## src/hw/uart_settings.svh

```systemverilog
`ifndef UART_SETTINGS_SVH
`define UART_SETTINGS_SVH

// fifo geometry, same for tx and rx
`define UART_FIFO_DEPTH 8
`define UART_FIFO_AW 3

// register word addresses
`define UART_REG_DATA 0
`define UART_REG_STATUS 1
`define UART_REG_DIV 2

// clocks per serial bit out of reset
`define UART_DIV_RESET 16

// status register bit positions
`define UART_ST_RX_EMPTY 0
`define UART_ST_RX_FULL 1
`define UART_ST_TX_EMPTY 2
`define UART_ST_TX_FULL 3
`define UART_ST_TX_DROP 4
`define UART_ST_RX_DROP 5

`endif

```

## src/hw/uart_pkg.sv

```systemverilog
`include "uart_settings.svh"

package uart_pkg;

    // one serial data byte
    typedef logic [7:0] byte_t;

    // clock cycles per serial bit
    typedef logic [15:0] divisor_t;

    // register word address on the bus
    typedef logic [1:0] wb_addr_t;

    // wishbone data word
    typedef logic [31:0] wb_data_t;

    // fifo occupancy, one bit wider than the address
    // so that a full fifo can hold DEPTH
    typedef logic [`UART_FIFO_AW:0] fifo_cnt_t;

endpackage

```

## src/hw/fifo.sv

```systemverilog
`timescale 1ns/10ps

module fifo #(
    parameter int WIDTH = 8,
    parameter int DEPTH = 8
) (
    input  logic             clk_i,
    input  logic             reset_i,
    input  logic             wr_i,
    input  logic             rd_i,
    input  logic [WIDTH-1:0] data_in_i,
    output logic [WIDTH-1:0] data_out_o,
    output logic             empty_o,
    output logic             full_o
);

    // pointer width, at least one bit
    localparam int AW = (DEPTH > 1) ? $clog2(DEPTH) : 1;

    logic [WIDTH-1:0] mem [DEPTH];
    logic [AW-1:0]    wr_ptr_q;
    logic [AW-1:0]    rd_ptr_q;
    logic [AW:0]      count_q;
    logic             push;
    logic             pop;

    // strobes that really move data
    assign push = wr_i && !full_o;
    assign pop  = rd_i && !empty_o;

    // flags straight from the count
    assign empty_o = (count_q == '0);
    assign full_o  = (count_q == (AW+1)'(DEPTH));

    // head entry, no read latency
    assign data_out_o = mem[rd_ptr_q];

    // occupancy and pointers
    always_ff @(posedge clk_i) begin
        if (!reset_i) begin
            count_q  <= '0;
            wr_ptr_q <= '0;
            rd_ptr_q <= '0;
        end else begin
            // push and pop together leave the count alone
            case ({push, pop})
                2'b10:   count_q <= count_q + 1'b1;
                2'b01:   count_q <= count_q - 1'b1;
                default: count_q <= count_q;
            endcase
            if (push) begin
                // wrap by compare, depth need not be a power of two
                wr_ptr_q <= (wr_ptr_q == AW'(DEPTH-1)) ? '0 : wr_ptr_q + 1'b1;
            end
            if (pop) begin
                rd_ptr_q <= (rd_ptr_q == AW'(DEPTH-1)) ? '0 : rd_ptr_q + 1'b1;
            end
        end
    end

    // storage
    always_ff @(posedge clk_i) begin
        if (push) begin
            mem[wr_ptr_q] <= data_in_i;
        end
    end

    // write into a full fifo is refused, nothing moves
    a_no_push_full: assert property (@(posedge clk_i) disable iff (!reset_i)
        (full_o && wr_i && !rd_i) |=> (full_o && $stable(wr_ptr_q)));

    // read from an empty fifo is refused, head stays put
    a_no_pop_empty: assert property (@(posedge clk_i) disable iff (!reset_i)
        (empty_o && rd_i && !wr_i) |=> (empty_o && $stable(rd_ptr_q)));

endmodule

```

## src/hw/uart_rx.sv

```systemverilog
`timescale 1ns/10ps

module uart_rx (
    input  logic               clk_i,
    input  logic               reset_i,
    input  uart_pkg::divisor_t divisor_i,
    input  logic               rx_i,
    output logic               rx_valid_o,
    output uart_pkg::byte_t    rx_byte_o
);

    typedef enum logic [1:0] {IDLE, START, DATA, STOP} state_t;

    state_t             state_q;
    uart_pkg::divisor_t div_q;
    uart_pkg::divisor_t mid_q;
    uart_pkg::divisor_t cnt_q;
    uart_pkg::byte_t    shift_q;
    logic [2:0]         bit_q;
    logic               rx_meta_q;
    logic               rx_sync_q;
    logic               rx_prev_q;
    logic               bit_end;

    // full bit period elapsed
    assign bit_end = (cnt_q == div_q - 16'd1);

    // assembled byte, stable while valid pulses
    assign rx_byte_o = shift_q;

    // two flop synchronizer, plus one for edge detect
    always_ff @(posedge clk_i) begin
        if (!reset_i) begin
            rx_meta_q <= 1'b1;
            rx_sync_q <= 1'b1;
            rx_prev_q <= 1'b1;
        end else begin
            rx_meta_q <= rx_i;
            rx_sync_q <= rx_meta_q;
            rx_prev_q <= rx_sync_q;
        end
    end

    always_ff @(posedge clk_i) begin
        if (!reset_i) begin
            state_q    <= IDLE;
            div_q      <= '0;
            mid_q      <= '0;
            cnt_q      <= '0;
            bit_q      <= '0;
            rx_valid_o <= 1'b0;
        end else begin
            rx_valid_o <= 1'b0;
            case (state_q)
                IDLE: begin
                    // falling edge opens a possible start bit
                    if (rx_prev_q && !rx_sync_q) begin
                        div_q   <= divisor_i;
                        mid_q   <= divisor_i >> 1;
                        cnt_q   <= '0;
                        state_q <= START;
                    end
                end
                START: begin
                    if (cnt_q == mid_q) begin
                        // still low at mid-bit, else a glitch
                        cnt_q   <= '0;
                        bit_q   <= '0;
                        state_q <= rx_sync_q ? IDLE : DATA;
                    end else begin
                        cnt_q <= cnt_q + 16'd1;
                    end
                end
                DATA: begin
                    if (bit_end) begin
                        cnt_q <= '0;
                        bit_q <= bit_q + 3'd1;
                        if (bit_q == 3'd7) begin
                            state_q <= STOP;
                        end
                    end else begin
                        cnt_q <= cnt_q + 16'd1;
                    end
                end
                default: begin
                    if (bit_end) begin
                        // bad stop bit, frame silently lost
                        rx_valid_o <= rx_sync_q;
                        state_q    <= IDLE;
                    end else begin
                        cnt_q <= cnt_q + 16'd1;
                    end
                end
            endcase
        end
    end

    // lsb arrives first, shift in from the top
    always_ff @(posedge clk_i) begin
        if (state_q == DATA && bit_end) begin
            shift_q <= {rx_sync_q, shift_q[7:1]};
        end
    end

    // one push per frame
    a_valid_pulse: assert property (@(posedge clk_i) disable iff (!reset_i)
        rx_valid_o |=> !rx_valid_o);

endmodule

```

## src/hw/uart_top.sv

```systemverilog
`timescale 1ns/10ps
`include "uart_settings.svh"

module uart_top (
    input  logic               clk_i,
    input  logic               reset_i,
    input  logic               wb_cyc_i,
    input  logic               wb_stb_i,
    input  logic               wb_we_i,
    input  uart_pkg::wb_addr_t wb_adr_i,
    input  uart_pkg::wb_data_t wb_dat_i,
    output uart_pkg::wb_data_t wb_dat_o,
    output logic               wb_ack_o,
    input  logic               rx_i,
    output logic               tx_o
);

    // tx path
    logic               tx_wr;
    logic               tx_pop;
    logic               tx_fifo_empty;
    logic               tx_fifo_full;
    uart_pkg::byte_t    tx_wr_data;
    uart_pkg::byte_t    tx_head;

    // rx path
    logic               rx_rd;
    logic               rx_push;
    logic               rx_valid;
    logic               rx_fifo_empty;
    logic               rx_fifo_full;
    uart_pkg::byte_t    rx_byte;
    uart_pkg::byte_t    rx_push_data;
    uart_pkg::byte_t    rx_head;

    // shared bit timing
    uart_pkg::divisor_t divisor;

    wb_regs u_wb_regs (
        .clk_i          (clk_i),
        .reset_i        (reset_i),
        .wb_cyc_i       (wb_cyc_i),
        .wb_stb_i       (wb_stb_i),
        .wb_we_i        (wb_we_i),
        .wb_adr_i       (wb_adr_i),
        .wb_dat_i       (wb_dat_i),
        .wb_dat_o       (wb_dat_o),
        .wb_ack_o       (wb_ack_o),
        .tx_wr_o        (tx_wr),
        .tx_data_o      (tx_wr_data),
        .tx_full_i      (tx_fifo_full),
        .tx_empty_i     (tx_fifo_empty),
        .rx_rd_o        (rx_rd),
        .rx_data_i      (rx_head),
        .rx_full_i      (rx_fifo_full),
        .rx_empty_i     (rx_fifo_empty),
        .rx_valid_i     (rx_valid),
        .rx_byte_i      (rx_byte),
        .rx_push_o      (rx_push),
        .rx_push_data_o (rx_push_data),
        .divisor_o      (divisor)
    );

    // host to line
    fifo #(.WIDTH($bits(uart_pkg::byte_t)), .DEPTH(`UART_FIFO_DEPTH)) tx_fifo (
        .clk_i      (clk_i),
        .reset_i    (reset_i),
        .wr_i       (tx_wr),
        .rd_i       (tx_pop),
        .data_in_i  (tx_wr_data),
        .data_out_o (tx_head),
        .empty_o    (tx_fifo_empty),
        .full_o     (tx_fifo_full)
    );

    // line to host
    fifo #(.WIDTH($bits(uart_pkg::byte_t)), .DEPTH(`UART_FIFO_DEPTH)) rx_fifo (
        .clk_i      (clk_i),
        .reset_i    (reset_i),
        .wr_i       (rx_push),
        .rd_i       (rx_rd),
        .data_in_i  (rx_push_data),
        .data_out_o (rx_head),
        .empty_o    (rx_fifo_empty),
        .full_o     (rx_fifo_full)
    );

    uart_tx u_uart_tx (
        .clk_i        (clk_i),
        .reset_i      (reset_i),
        .divisor_i    (divisor),
        .fifo_empty_i (tx_fifo_empty),
        .fifo_data_i  (tx_head),
        .fifo_pop_o   (tx_pop),
        .tx_o         (tx_o)
    );

    uart_rx u_uart_rx (
        .clk_i      (clk_i),
        .reset_i    (reset_i),
        .divisor_i  (divisor),
        .rx_i       (rx_i),
        .rx_valid_o (rx_valid),
        .rx_byte_o  (rx_byte)
    );

endmodule

```

## src/hw/uart_tx.sv

```systemverilog
`timescale 1ns/10ps

module uart_tx (
    input  logic               clk_i,
    input  logic               reset_i,
    input  uart_pkg::divisor_t divisor_i,
    input  logic               fifo_empty_i,
    input  uart_pkg::byte_t    fifo_data_i,
    output logic               fifo_pop_o,
    output logic               tx_o
);

    typedef enum logic [1:0] {IDLE, START, DATA, STOP} state_t;

    state_t             state_q;
    uart_pkg::divisor_t div_q;
    uart_pkg::divisor_t cnt_q;
    uart_pkg::byte_t    shift_q;
    logic [2:0]         bit_q;
    logic               bit_end;

    // last cycle of the current bit period
    assign bit_end = (cnt_q == div_q - 16'd1);

    // take the head byte as soon as we are free
    assign fifo_pop_o = (state_q == IDLE) && !fifo_empty_i;

    always_ff @(posedge clk_i) begin
        if (!reset_i) begin
            state_q <= IDLE;
            div_q   <= '0;
            cnt_q   <= '0;
            bit_q   <= '0;
            tx_o    <= 1'b1;
        end else begin
            // bit period counter, held at zero when idle
            cnt_q <= (state_q == IDLE || bit_end) ? '0 : cnt_q + 16'd1;
            case (state_q)
                IDLE: begin
                    if (fifo_pop_o) begin
                        // divisor frozen for the whole frame
                        div_q   <= divisor_i;
                        bit_q   <= '0;
                        tx_o    <= 1'b0;
                        state_q <= START;
                    end
                end
                START: begin
                    if (bit_end) begin
                        tx_o    <= shift_q[0];
                        state_q <= DATA;
                    end
                end
                DATA: begin
                    if (bit_end) begin
                        if (bit_q == 3'd7) begin
                            // stop bit
                            tx_o    <= 1'b1;
                            state_q <= STOP;
                        end else begin
                            tx_o  <= shift_q[0];
                            bit_q <= bit_q + 3'd1;
                        end
                    end
                end
                default: begin
                    if (bit_end) begin
                        state_q <= IDLE;
                    end
                end
            endcase
        end
    end

    // data byte, lsb first, shifted at each bit boundary
    always_ff @(posedge clk_i) begin
        if (fifo_pop_o) begin
            shift_q <= fifo_data_i;
        end else if (bit_end && (state_q == START || state_q == DATA)) begin
            shift_q <= shift_q >> 1;
        end
    end

    // line sits at mark level between frames
    a_idle_high: assert property (@(posedge clk_i) disable iff (!reset_i)
        (state_q == IDLE) |-> tx_o);

endmodule

```

## src/hw/wb_regs.sv

```systemverilog
`timescale 1ns/10ps
`include "uart_settings.svh"

module wb_regs (
    input  logic               clk_i,
    input  logic               reset_i,
    input  logic               wb_cyc_i,
    input  logic               wb_stb_i,
    input  logic               wb_we_i,
    input  uart_pkg::wb_addr_t wb_adr_i,
    input  uart_pkg::wb_data_t wb_dat_i,
    output uart_pkg::wb_data_t wb_dat_o,
    output logic               wb_ack_o,
    output logic               tx_wr_o,
    output uart_pkg::byte_t    tx_data_o,
    input  logic               tx_full_i,
    input  logic               tx_empty_i,
    output logic               rx_rd_o,
    input  uart_pkg::byte_t    rx_data_i,
    input  logic               rx_full_i,
    input  logic               rx_empty_i,
    input  logic               rx_valid_i,
    input  uart_pkg::byte_t    rx_byte_i,
    output logic               rx_push_o,
    output uart_pkg::byte_t    rx_push_data_o,
    output uart_pkg::divisor_t divisor_o
);

    logic               req;
    logic               wr_req;
    logic               rd_req;
    logic               tx_drop_q;
    logic               rx_drop_q;
    uart_pkg::wb_data_t status;
    uart_pkg::wb_data_t rd_data;

    // first cycle of a request only, the ack cycle is not a new one
    assign req    = wb_cyc_i && wb_stb_i && !wb_ack_o;
    assign wr_req = req && wb_we_i;
    assign rd_req = req && !wb_we_i;

    // tx fifo push, the fifo refuses it when full
    assign tx_wr_o   = wr_req && (wb_adr_i == `UART_REG_DATA);
    assign tx_data_o = wb_dat_i[7:0];

    // rx fifo pop on a data read, ignored by an empty fifo
    assign rx_rd_o = rd_req && (wb_adr_i == `UART_REG_DATA);

    // received bytes go straight into the rx fifo
    assign rx_push_o      = rx_valid_i;
    assign rx_push_data_o = rx_byte_i;

    // status word
    always_comb begin
        status                    = '0;
        status[`UART_ST_RX_EMPTY] = rx_empty_i;
        status[`UART_ST_RX_FULL]  = rx_full_i;
        status[`UART_ST_TX_EMPTY] = tx_empty_i;
        status[`UART_ST_TX_FULL]  = tx_full_i;
        status[`UART_ST_TX_DROP]  = tx_drop_q;
        status[`UART_ST_RX_DROP]  = rx_drop_q;
    end

    // read mux
    always_comb begin
        case (wb_adr_i)
            `UART_REG_DATA:   rd_data = rx_empty_i ? '0 : uart_pkg::wb_data_t'(rx_data_i);
            `UART_REG_STATUS: rd_data = status;
            `UART_REG_DIV:    rd_data = uart_pkg::wb_data_t'(divisor_o);
            default:          rd_data = '0;
        endcase
    end

    // ack, divisor and sticky drop flags
    always_ff @(posedge clk_i) begin
        if (!reset_i) begin
            wb_ack_o  <= 1'b0;
            divisor_o <= uart_pkg::divisor_t'(`UART_DIV_RESET);
            tx_drop_q <= 1'b0;
            rx_drop_q <= 1'b0;
        end else begin
            wb_ack_o <= req;
            if (wr_req && (wb_adr_i == `UART_REG_DIV)) begin
                divisor_o <= wb_dat_i[15:0];
            end
            // a new drop wins over the clear of a status read
            if (tx_wr_o && tx_full_i) begin
                tx_drop_q <= 1'b1;
            end else if (rd_req && (wb_adr_i == `UART_REG_STATUS)) begin
                tx_drop_q <= 1'b0;
            end
            if (rx_valid_i && rx_full_i) begin
                rx_drop_q <= 1'b1;
            end else if (rd_req && (wb_adr_i == `UART_REG_STATUS)) begin
                rx_drop_q <= 1'b0;
            end
        end
    end

    // read data registered alongside ack
    always_ff @(posedge clk_i) begin
        if (rd_req) begin
            wb_dat_o <= rd_data;
        end
    end

    // single cycle ack per request
    a_ack_once: assert property (@(posedge clk_i) disable iff (!reset_i)
        wb_ack_o |=> !wb_ack_o);

endmodule

```

## config.mk

```make
export PLATFORM = sky130hd
export DESIGN_NAME = uart_top
export DESIGN_NICKNAME = d
export VERILOG_FILES = /design/src/hw/uart_pkg.sv /design/src/hw/fifo.sv /design/src/hw/uart_rx.sv /design/src/hw/uart_top.sv /design/src/hw/uart_tx.sv /design/src/hw/wb_regs.sv
export VERILOG_INCLUDE_DIRS = /design/src /design/src/hw
export SDC_FILE = /design/constraint.sdc
export NUM_CORES = 1
export LEC_CHECK = 0
export ABC_AREA = 1
export BUFFER_PORTS_ARGS = -buffer_cell sky130_fd_sc_hd__buf_2
export CAP_MARGIN = 20
export CORE_MARGIN = 1
export CORE_UTILIZATION = 50
export CTS_CLUSTER_DIAMETER = 80
export CTS_CLUSTER_SIZE = 10
export DETAILED_ROUTE_END_ITERATION = 10
export PLACE_DENSITY = 0.77
export SETUP_SLACK_MARGIN = 0.5
export SLEW_MARGIN = 10
export SYNTH_ARGS = -nofsm -noshare
export SYNTH_HDL_FRONTEND = slang
export SYNTH_SLANG_ARGS = --single-unit
```

## constraint.sdc

```tcl
create_clock -name clk_i -period 3.15 [get_ports clk_i]
set_input_delay 0.63 -clock clk_i [delete_from_list [all_inputs] [get_ports clk_i]]
set_output_delay 0.63 -clock clk_i [all_outputs]
set_load 0.01 [all_outputs]
```

======== After elaboration in Yosys (flattened, before gate mapping) ========
Memories as Yosys holds them, arrays and structs flattened. A register that Yosys moved wholly into a read port is not among the register bits.
Cells that the tools add are included.
cells by class
  add/subtract/negate cells ............... 14
  bitwise logic cells ..................... 2
  reduce and logical (&&, ||, !) cells .... 52
  muxes and demuxes ....................... 51
  equality and inequality tests ........... 31
operator list
  operator                                                               count
  32-bit case mux with 3 select lines                                    1
  16-bit two-way mux                                                     4
  16-bit case mux with 3 select lines                                    1
  3-bit two-way mux                                                      13
  16-bit by 1-bit adder with 16-bit output (second input constant)       2
  16-bit == test                                                         2
  16-bit by 1-bit subtractor with 16-bit output (second input constant)  2
  8-bit two-way mux                                                      3
  2-bit two-way mux                                                      11
  3-bit by 1-bit adder with 3-bit output (second input constant)         6
  3-bit == test (second input constant)                                  6
  1-bit logical AND                                                      18
  16-bit by 15-bit == test with 1-bit output                             1
  4-bit case mux with 2 select lines                                     2
  2-bit nonzero test                                                     8
  2-bit by 1-bit != test with 1-bit output (second input constant)       7
  2-bit case mux with 3 select lines                                     2
  3-bit case mux with 2 select lines                                     2
  1-bit two-way mux                                                      11
  2-bit by 1-bit == test with 1-bit output (second input constant)       5
  2-bit == test (second input constant)                                  5
  5-bit AND reduction                                                    2
  4-bit by 1-bit adder with 4-bit output (second input constant)         2
  4-bit == test (second input constant)                                  2
  other kinds (15)                                                       32
storage, ports and cells
  RAM bits ................................ 128
  memories kept ........................... 2
  output and inout bits ................... 34
  flip-flop bits (word level) ............. 181
  bits of input ports ..................... 40
  logic and storage cells ................. 179
memories
  name         words  width  rd ports  clocked after memory_dff  wr ports  RTL line    source
  rx_fifo.mem  8      8      1         1                         1         fifo.sv:20  logic [WIDTH-1:0] mem [DEPTH];
  tx_fifo.mem  8      8      1         1                         1         fifo.sv:20

======== Logic depth before layout (Yosys ltp) ========
  word-level depth ........................ 7
  gate-level depth with buffers ........... 19
  gate-level depth less buffers ........... 19

======== By module ========
Synthesis repeated with hierarchy kept, for this count alone.
second synthesis, totals
  cell total of the unflattened synthesis .. 1674
  area, all modules ....................... 14171.1 µm²
modules (own cells, without submodules)
  module   seq. area each (µm²)  area an instance (µm²)  cells an instance  times used
  fifo     2182.1                3200.6                  272                2
  uart_rx  1061.0                3161.8                  495                1
  uart_tx  1001.0                2812.7                  411                1
  wb_regs  860.8                 1795.5                  224                1

======== Worst setup path after synthesis ========
Ideal clock, no wire load.
  kind .................................... input port to flip-flop
  from .................................... input wb_cyc_i
  to ...................................... register rx_fifo.count_q[3]
  path slack .............................. -0.080 ns
  data required time ...................... 3.031 ns
  stages .................................. 16
  arrival time ............................ 3.110 ns
  cells stage by stage .................... nand2_1 nor2_1 inv_1 nor2_1 nand2_1 inv_1 ha_1 ha_1 nand2_1 nor2_1 a211oi_1 nor2_1 nor2_1 nand2_1 o21ai_0 a21oi_1
on the way
  cells in the longest elaborated chain, start to end .. 7
ends and longest elaborated chain
  element                                                                           RTL line       source
  from (decl)                                                                       uart_top.sv:7  input logic wb_cyc_i,
  1-bit logical AND (*) (2 in a row)                                                wb_regs.sv:38  assign req = wb_cyc_i && wb_stb_i && !wb_ack_o;
  1-bit logical AND (*)                                                             wb_regs.sv:40  assign rd_req = req && !wb_we_i;
  net u_wb_regs.rd_req                                                              wb_regs.sv:31  logic rd_req;
  1-bit logical AND (*)                                                             wb_regs.sv:47  assign rx_rd_o = rd_req && (wb_adr_i == `UART_REG_DATA);
  1-bit logical AND (*)                                                             fifo.sv:29     assign pop = rd_i && !empty_o;
  net rx_fifo.pop                                                                   fifo.sv:25     logic pop;
  2-bit by 1-bit == test with 1-bit output / 2-bit == test (equally long branches)  fifo.sv:46     case ({push, pop})
  4-bit case mux with 2 select lines / 2-bit nonzero test (equally long branches)   --
  to (signal assigned)                                                              fifo.sv:47     2'b10: count_q <= count_q + 1'b1;
  to (signal assigned)                                                              fifo.sv:48     2'b01: count_q <= count_q - 1'b1;
  to (signal assigned)                                                              fifo.sv:49     default: count_q <= count_q;
  to (decl)                                                                         fifo.sv:23     logic [AW:0] count_q;
Mark *: on every way through the listed nets, which the timed path passes. The rest lies on a longest branch.
A chain may end at the register's enable or synchronous reset.

======== Worst setup path after layout ========
  from .................................... register u_uart_tx.div_q[0]
  to ...................................... register u_uart_tx.shift_q[3] (enable)
on the way
  cells in the longest elaborated chain, start to end .. 4
ends and longest elaborated chain
  element                                        RTL line       source
  from (decl)                                    uart_tx.sv:16  uart_pkg::divisor_t div_q;
  from (signal assigned)                         uart_tx.sv:42  div_q <= divisor_i;
  16-bit by 1-bit subtractor with 16-bit output  uart_tx.sv:23  assign bit_end = (cnt_q == div_q - 16'd1);
  16-bit == test                                 uart_tx.sv:23
  1-bit logical AND                              uart_tx.sv:79  end else if (bit_end && (state_q == START || state_q == DATA)) begin
  2-bit nonzero test (no source line)            --
  to (signal assigned)                           uart_tx.sv:78  shift_q <= fifo_data_i;
  to (signal assigned)                           uart_tx.sv:80  shift_q <= shift_q >> 1;
  to (decl)                                      uart_tx.sv:18  uart_pkg::byte_t shift_q;
No other way between the ends.

==> reports/results.md <==
| Item | Value |
|---|---|
| Final max-slew violation count | 0 |
| Dpl cell area | 13,900 um^2 |
| Share of the yosys chip area belonging to registers | 54.5% |
| Worst Path Arrival | 2700 ps |
| Yosys reg bits | 284 |
| Filler cells | 2,239 |
| Maximum fanout along the worst path | 8 |
| Leakage power | 5.87 nW |
| Total clock sinks | 284 |
| Clock power share | 30.7% |
| Layout cells sized above 1 | 11.3% |
| Die Footprint | 27,400 um^2 |
| Leading cell types in the layout, fill and taps excluded | 230 x sky130_fd_sc_hd__nand2_1, 202 x sky130_fd_sc_hd__nor2_1, 160 x sky130_fd_sc_hd__edfxtp_1 |
| Antenna Nets Post-Route | 0 |
| Synth-to-layout area growth | 11.8% |
| Library cell used as clock root buffer | sky130_fd_sc_hd__clkbuf_16 |
| Setup skew after layout | 16.7 ps |
| Cell type contributing the most total cell area after synthesis | sky130_fd_sc_hd__edfxtp_1 |
| Placement row count | 59 |
| Setup Viol. Count Final | 0 |
| Violations in the final reports | design-rule violations |
| Register-to-register setup slack | 660 ps |
| Slew of the pin with the lowest slew margin | 1060 ps |
| Critical path required time | 3360 ps |
| Yosys warning count | 0 |
| Worst skew pair latency | 510 ps |
| Unrepaired setup endpoints after global routing | false |
| Number of hold buffers added after cts | 0 |
| Count of port buffers added during placement | 41 |
| Kind of critical path | register to register |
| Initial antenna violation count | 0 |
| Final TNS setup | 0 ps |
| Switching part of the total power | 34.5% |
| DPL Wire Length | 19.7 mm |
| Wire length of the first global-routing pass | 47.3 mm |
| Most common library cell in the layout ignoring fill and taps | sky130_fd_sc_hd__nand2_1 |
| VDD IR max | 0.000735 V |
| Worst-path clk slew | 50 ps |
| Max-Cap Viols | 0 |
| Power density over the cells | 771 nW/um^2 |
| Starting density of the core | 51.2% |
| Sw Pwr | 3.97 mW |
| Synthesized area | 13,400 um^2 |
| Setup crit start kind | register |
| CTS tree | done |
| Critical path endpoint category | register |
| Worst Hold Launch | rx_i |
| H-tree depth reported by CTS | 2 |
| Netlist cell types | 46 |
| Cell area after layout | 14,900 um^2 |
| Vertical die dimension | 166 um |
| End point of the most critical hold path | u_uart_rx.rx_meta_q |
| Fraction of registers with async set or reset after synthesis | 0% |
| Worst slew margin relative to its limit | 29.4% |
| Number of synthesized flops with an enable pin | 160 |
| Detailed-route via count | 9,941 |
| Top cell type's share of synthesized area | 35.9% |
| Total wirelength of the detailed-routed design | 28.9 mm |
| Count of endpoints failing hold in the final timing report | 0 |
| Start of the worst register-to-register path | u_uart_tx.div_q[0] |
| Ranking of synthesized cells by area | sky130_fd_sc_hd__edfxtp_1 36%, sky130_fd_sc_hd__dfxtp_1 19%, sky130_fd_sc_hd__nand2_1 6.5% |
| Internal power | 7.55 mW |
| Antenna diode count | 0 |
| Width of the chip | 166 um |
| Pin count of the biggest net entering global routing | 71 |
| Min Tclk post-route | 2490 ps |
| Number of buffers inserted during clock tree synthesis | 34 |
| Synth Area per Inst | 9.28 um^2 |
| Class of the tightest hold or removal check | primary input to register |
| Post-DR wirelength/cell | 15.6 um |
| Share of power burned in registers | 39.5% |
| Combinational cell fraction of total power | 29.8% |
| Upper clock frequency limit | 402 MHz |
| Number of instances in the synthesized netlist | 1,441 |
| Overflow after GRT | 0 |
| Length of the first detailed-routing pass in iterations | 8 |
| Final weighted congestion in routability-driven placement | 0.858 |
| Period utilisation layout | 79.0% |
| RR Endpoint | u_uart_tx.shift_q[3] |
| Residual DRC | 18 |
| Via count of the first global-routing pass | 9,584 |
| Via density | 5.36 |
| Cell count of the worst hold path | 2 |
| Total Nets Final | 1,568 |
| Path depth of the worst reg2reg path | 15 |
| Area of the core | 26,100 um^2 |
| Leading register cell type out of synthesis | sky130_fd_sc_hd__edfxtp_1 |
| Number of DRC violations after detailed-routing iteration 0 | 720 |
| Overall Global Routing Usage | 21.9% |
| Run status | finished with violations |
| Clk buf depth | 3 |
| Number of primary I/O pins | 74 |
[critical path, stage by stage (launching register included)]
cell	delay (ps)
sky130_fd_sc_hd__dfxtp_1	320
sky130_fd_sc_hd__inv_1	110
sky130_fd_sc_hd__ha_1	250
sky130_fd_sc_hd__nand3_4	130
sky130_fd_sc_hd__nor2_4	150
sky130_fd_sc_hd__nand2_1	120
sky130_fd_sc_hd__nor2_4	190
sky130_fd_sc_hd__nand2_1	70
sky130_fd_sc_hd__nand2_1	60
sky130_fd_sc_hd__nand2_1	40
sky130_fd_sc_hd__inv_1	60
sky130_fd_sc_hd__nand2_1	60
sky130_fd_sc_hd__nor2_1	120
sky130_fd_sc_hd__nand3_2	150
sky130_fd_sc_hd__o21ai_1	170
sky130_fd_sc_hd__buf_4	190
[worst max path at each step]
stage	startpoint	endpoint	slack (ps)	cells after the start
5_1_grt	u_uart_tx.div_q[0]	u_uart_tx.shift_q[3]	500	15
3_5_place_dp	wb_cyc_i	tx_fifo.count_q[3]	240	16
2_1_floorplan	wb_cyc_i	rx_fifo.count_q[3]	520	16
4_1_cts	u_uart_tx.div_q[0]	u_uart_tx.shift_q[3]	550	12
3_3_place_gp	wb_cyc_i	tx_fifo.count_q[3]	290	16
6_report	u_uart_tx.div_q[0]	u_uart_tx.shift_q[3]	660	15
[power by group through the flow]
stage          clock network [mW]  registers [mW]  logic, mW
2_1_floorplan                   0            4.50       2.71
3_3_place_gp                    0            4.59       3.22
3_5_place_dp                    0            4.61       3.34
4_1_cts                      3.59            4.54       3.36
5_1_grt                      3.74            4.58       3.91
6_report                     3.54            4.55       3.44
[state kept, by name, indices dropped and copies added, names as in the netlist, 3 cells and up, named ones only]
name and cells:
rx_fifo.mem 64, tx_fifo.mem 64, u_uart_rx.cnt_q 16, u_uart_rx.div_q 16, u_uart_tx.cnt_q 16, u_uart_tx.div_q 16
u_wb_regs.divisor_o 16, u_wb_regs.wb_dat_o 16, u_uart_rx.rx_byte_o 8, u_uart_tx.shift_q 8, rx_fifo.count_q 4, tx_fifo.count_q 4
rx_fifo.rd_ptr_q 3, rx_fifo.wr_ptr_q 3, tx_fifo.rd_ptr_q 3, tx_fifo.wr_ptr_q 3, u_uart_rx.bit_q 3, u_uart_tx.bit_q 3
[area by class of cell]
| type | instances | area [um^2] | area share [%] |
|---|---|---|---|
| Sequential cell | 284 | 7290 | 48.8 |
| Multi-Input combinational cell | 969 | 5320 | 35.6 |
| Clock buffer | 57 | 958 | 6.41 |
| Inverter | 141 | 529 | 3.54 |
| Tap cell | 335 | 419 | 2.81 |
| Timing Repair Buffer | 66 | 393 | 2.63 |
| Clock inverter | 3 | 35.0 | 0.234 |
[what timing repair did]
item | CTS | global route
setup endpoints to repair | 0 | 15
resized for setup | 0 | 8
setup buffers | 0 | 1
[routing by layer]
metal	GRT usage, %	routed length (um)
met1	28.1	12600
met2	37.7	14100
met3	2.87	1440
met4	7.98	733
met5	0	0
[through the flow]
stage	power, mW	hold WS, ps	setup slack [ps]	util, %	instances
after detailed placement	7.95	398	239	53.2	1794
after CTS	11.5	305	547	57.0	1854
after global routing	12.2	311	497	57.2	1855
after floorplan	7.21	393	524	-	1456
after global placement	7.81	395	288	53.2	1794
final	11.5	316	662	57.2	1855
[synthesized netlist by cell type, types with 2 or more instances]
| master | count |
|---|---|
| sky130_fd_sc_hd__nand2_1 | 231 |
| sky130_fd_sc_hd__buf_6 | 5 |
| sky130_fd_sc_hd__o21ai_0 | 118 |
| sky130_fd_sc_hd__nand3b_1 | 10 |
| sky130_fd_sc_hd__xnor2_1 | 19 |
| sky130_fd_sc_hd__dfxtp_1 | 124 |
| sky130_fd_sc_hd__inv_1 | 134 |
| sky130_fd_sc_hd__nand2_4 | 3 |
| sky130_fd_sc_hd__fa_1 | 2 |
| sky130_fd_sc_hd__buf_4 | 17 |
| sky130_fd_sc_hd__and3_1 | 2 |
| sky130_fd_sc_hd__clkinv_1 | 4 |
| sky130_fd_sc_hd__nand2_2 | 8 |
| sky130_fd_sc_hd__nor2_1 | 204 |
| sky130_fd_sc_hd__a21oi_1 | 69 |
| sky130_fd_sc_hd__xor2_1 | 35 |
| sky130_fd_sc_hd__nor2_8 | 2 |
| sky130_fd_sc_hd__o32ai_1 | 9 |
| sky130_fd_sc_hd__o221ai_1 | 20 |
| sky130_fd_sc_hd__edfxtp_1 | 160 |
| sky130_fd_sc_hd__or2_2 | 8 |
| sky130_fd_sc_hd__nand4_1 | 24 |
| sky130_fd_sc_hd__clkbuf_1 | 33 |
| sky130_fd_sc_hd__nand3_2 | 10 |
| sky130_fd_sc_hd__nor3_1 | 19 |
| sky130_fd_sc_hd__nor4_1 | 6 |
| sky130_fd_sc_hd__nor2_2 | 14 |
| sky130_fd_sc_hd__o22ai_1 | 7 |
| sky130_fd_sc_hd__buf_1 | 6 |
| sky130_fd_sc_hd__a211oi_1 | 2 |
| sky130_fd_sc_hd__inv_2 | 3 |
| sky130_fd_sc_hd__nand3_1 | 58 |
| sky130_fd_sc_hd__ha_1 | 30 |
| sky130_fd_sc_hd__nor3b_1 | 4 |
| sky130_fd_sc_hd__o21ai_1 | 3 |
| sky130_fd_sc_hd__mux2i_1 | 22 |
| sky130_fd_sc_hd__nor2_4 | 7 |
[kinds of logic after synthesis]
family          count (synthesis)  share of synthesized area [%]
xor+xnor                       55                           3.66
flops                         284                           54.5
simple gates                  612                           20.9
buf+inv                       203                           6.47
mux                            22                           1.65
other cells                     1                         0.0281
fa+ha+maj                      32                           3.11
compound gates                232                           9.71
No activity file was read; power rests on OpenSTA's default activity.
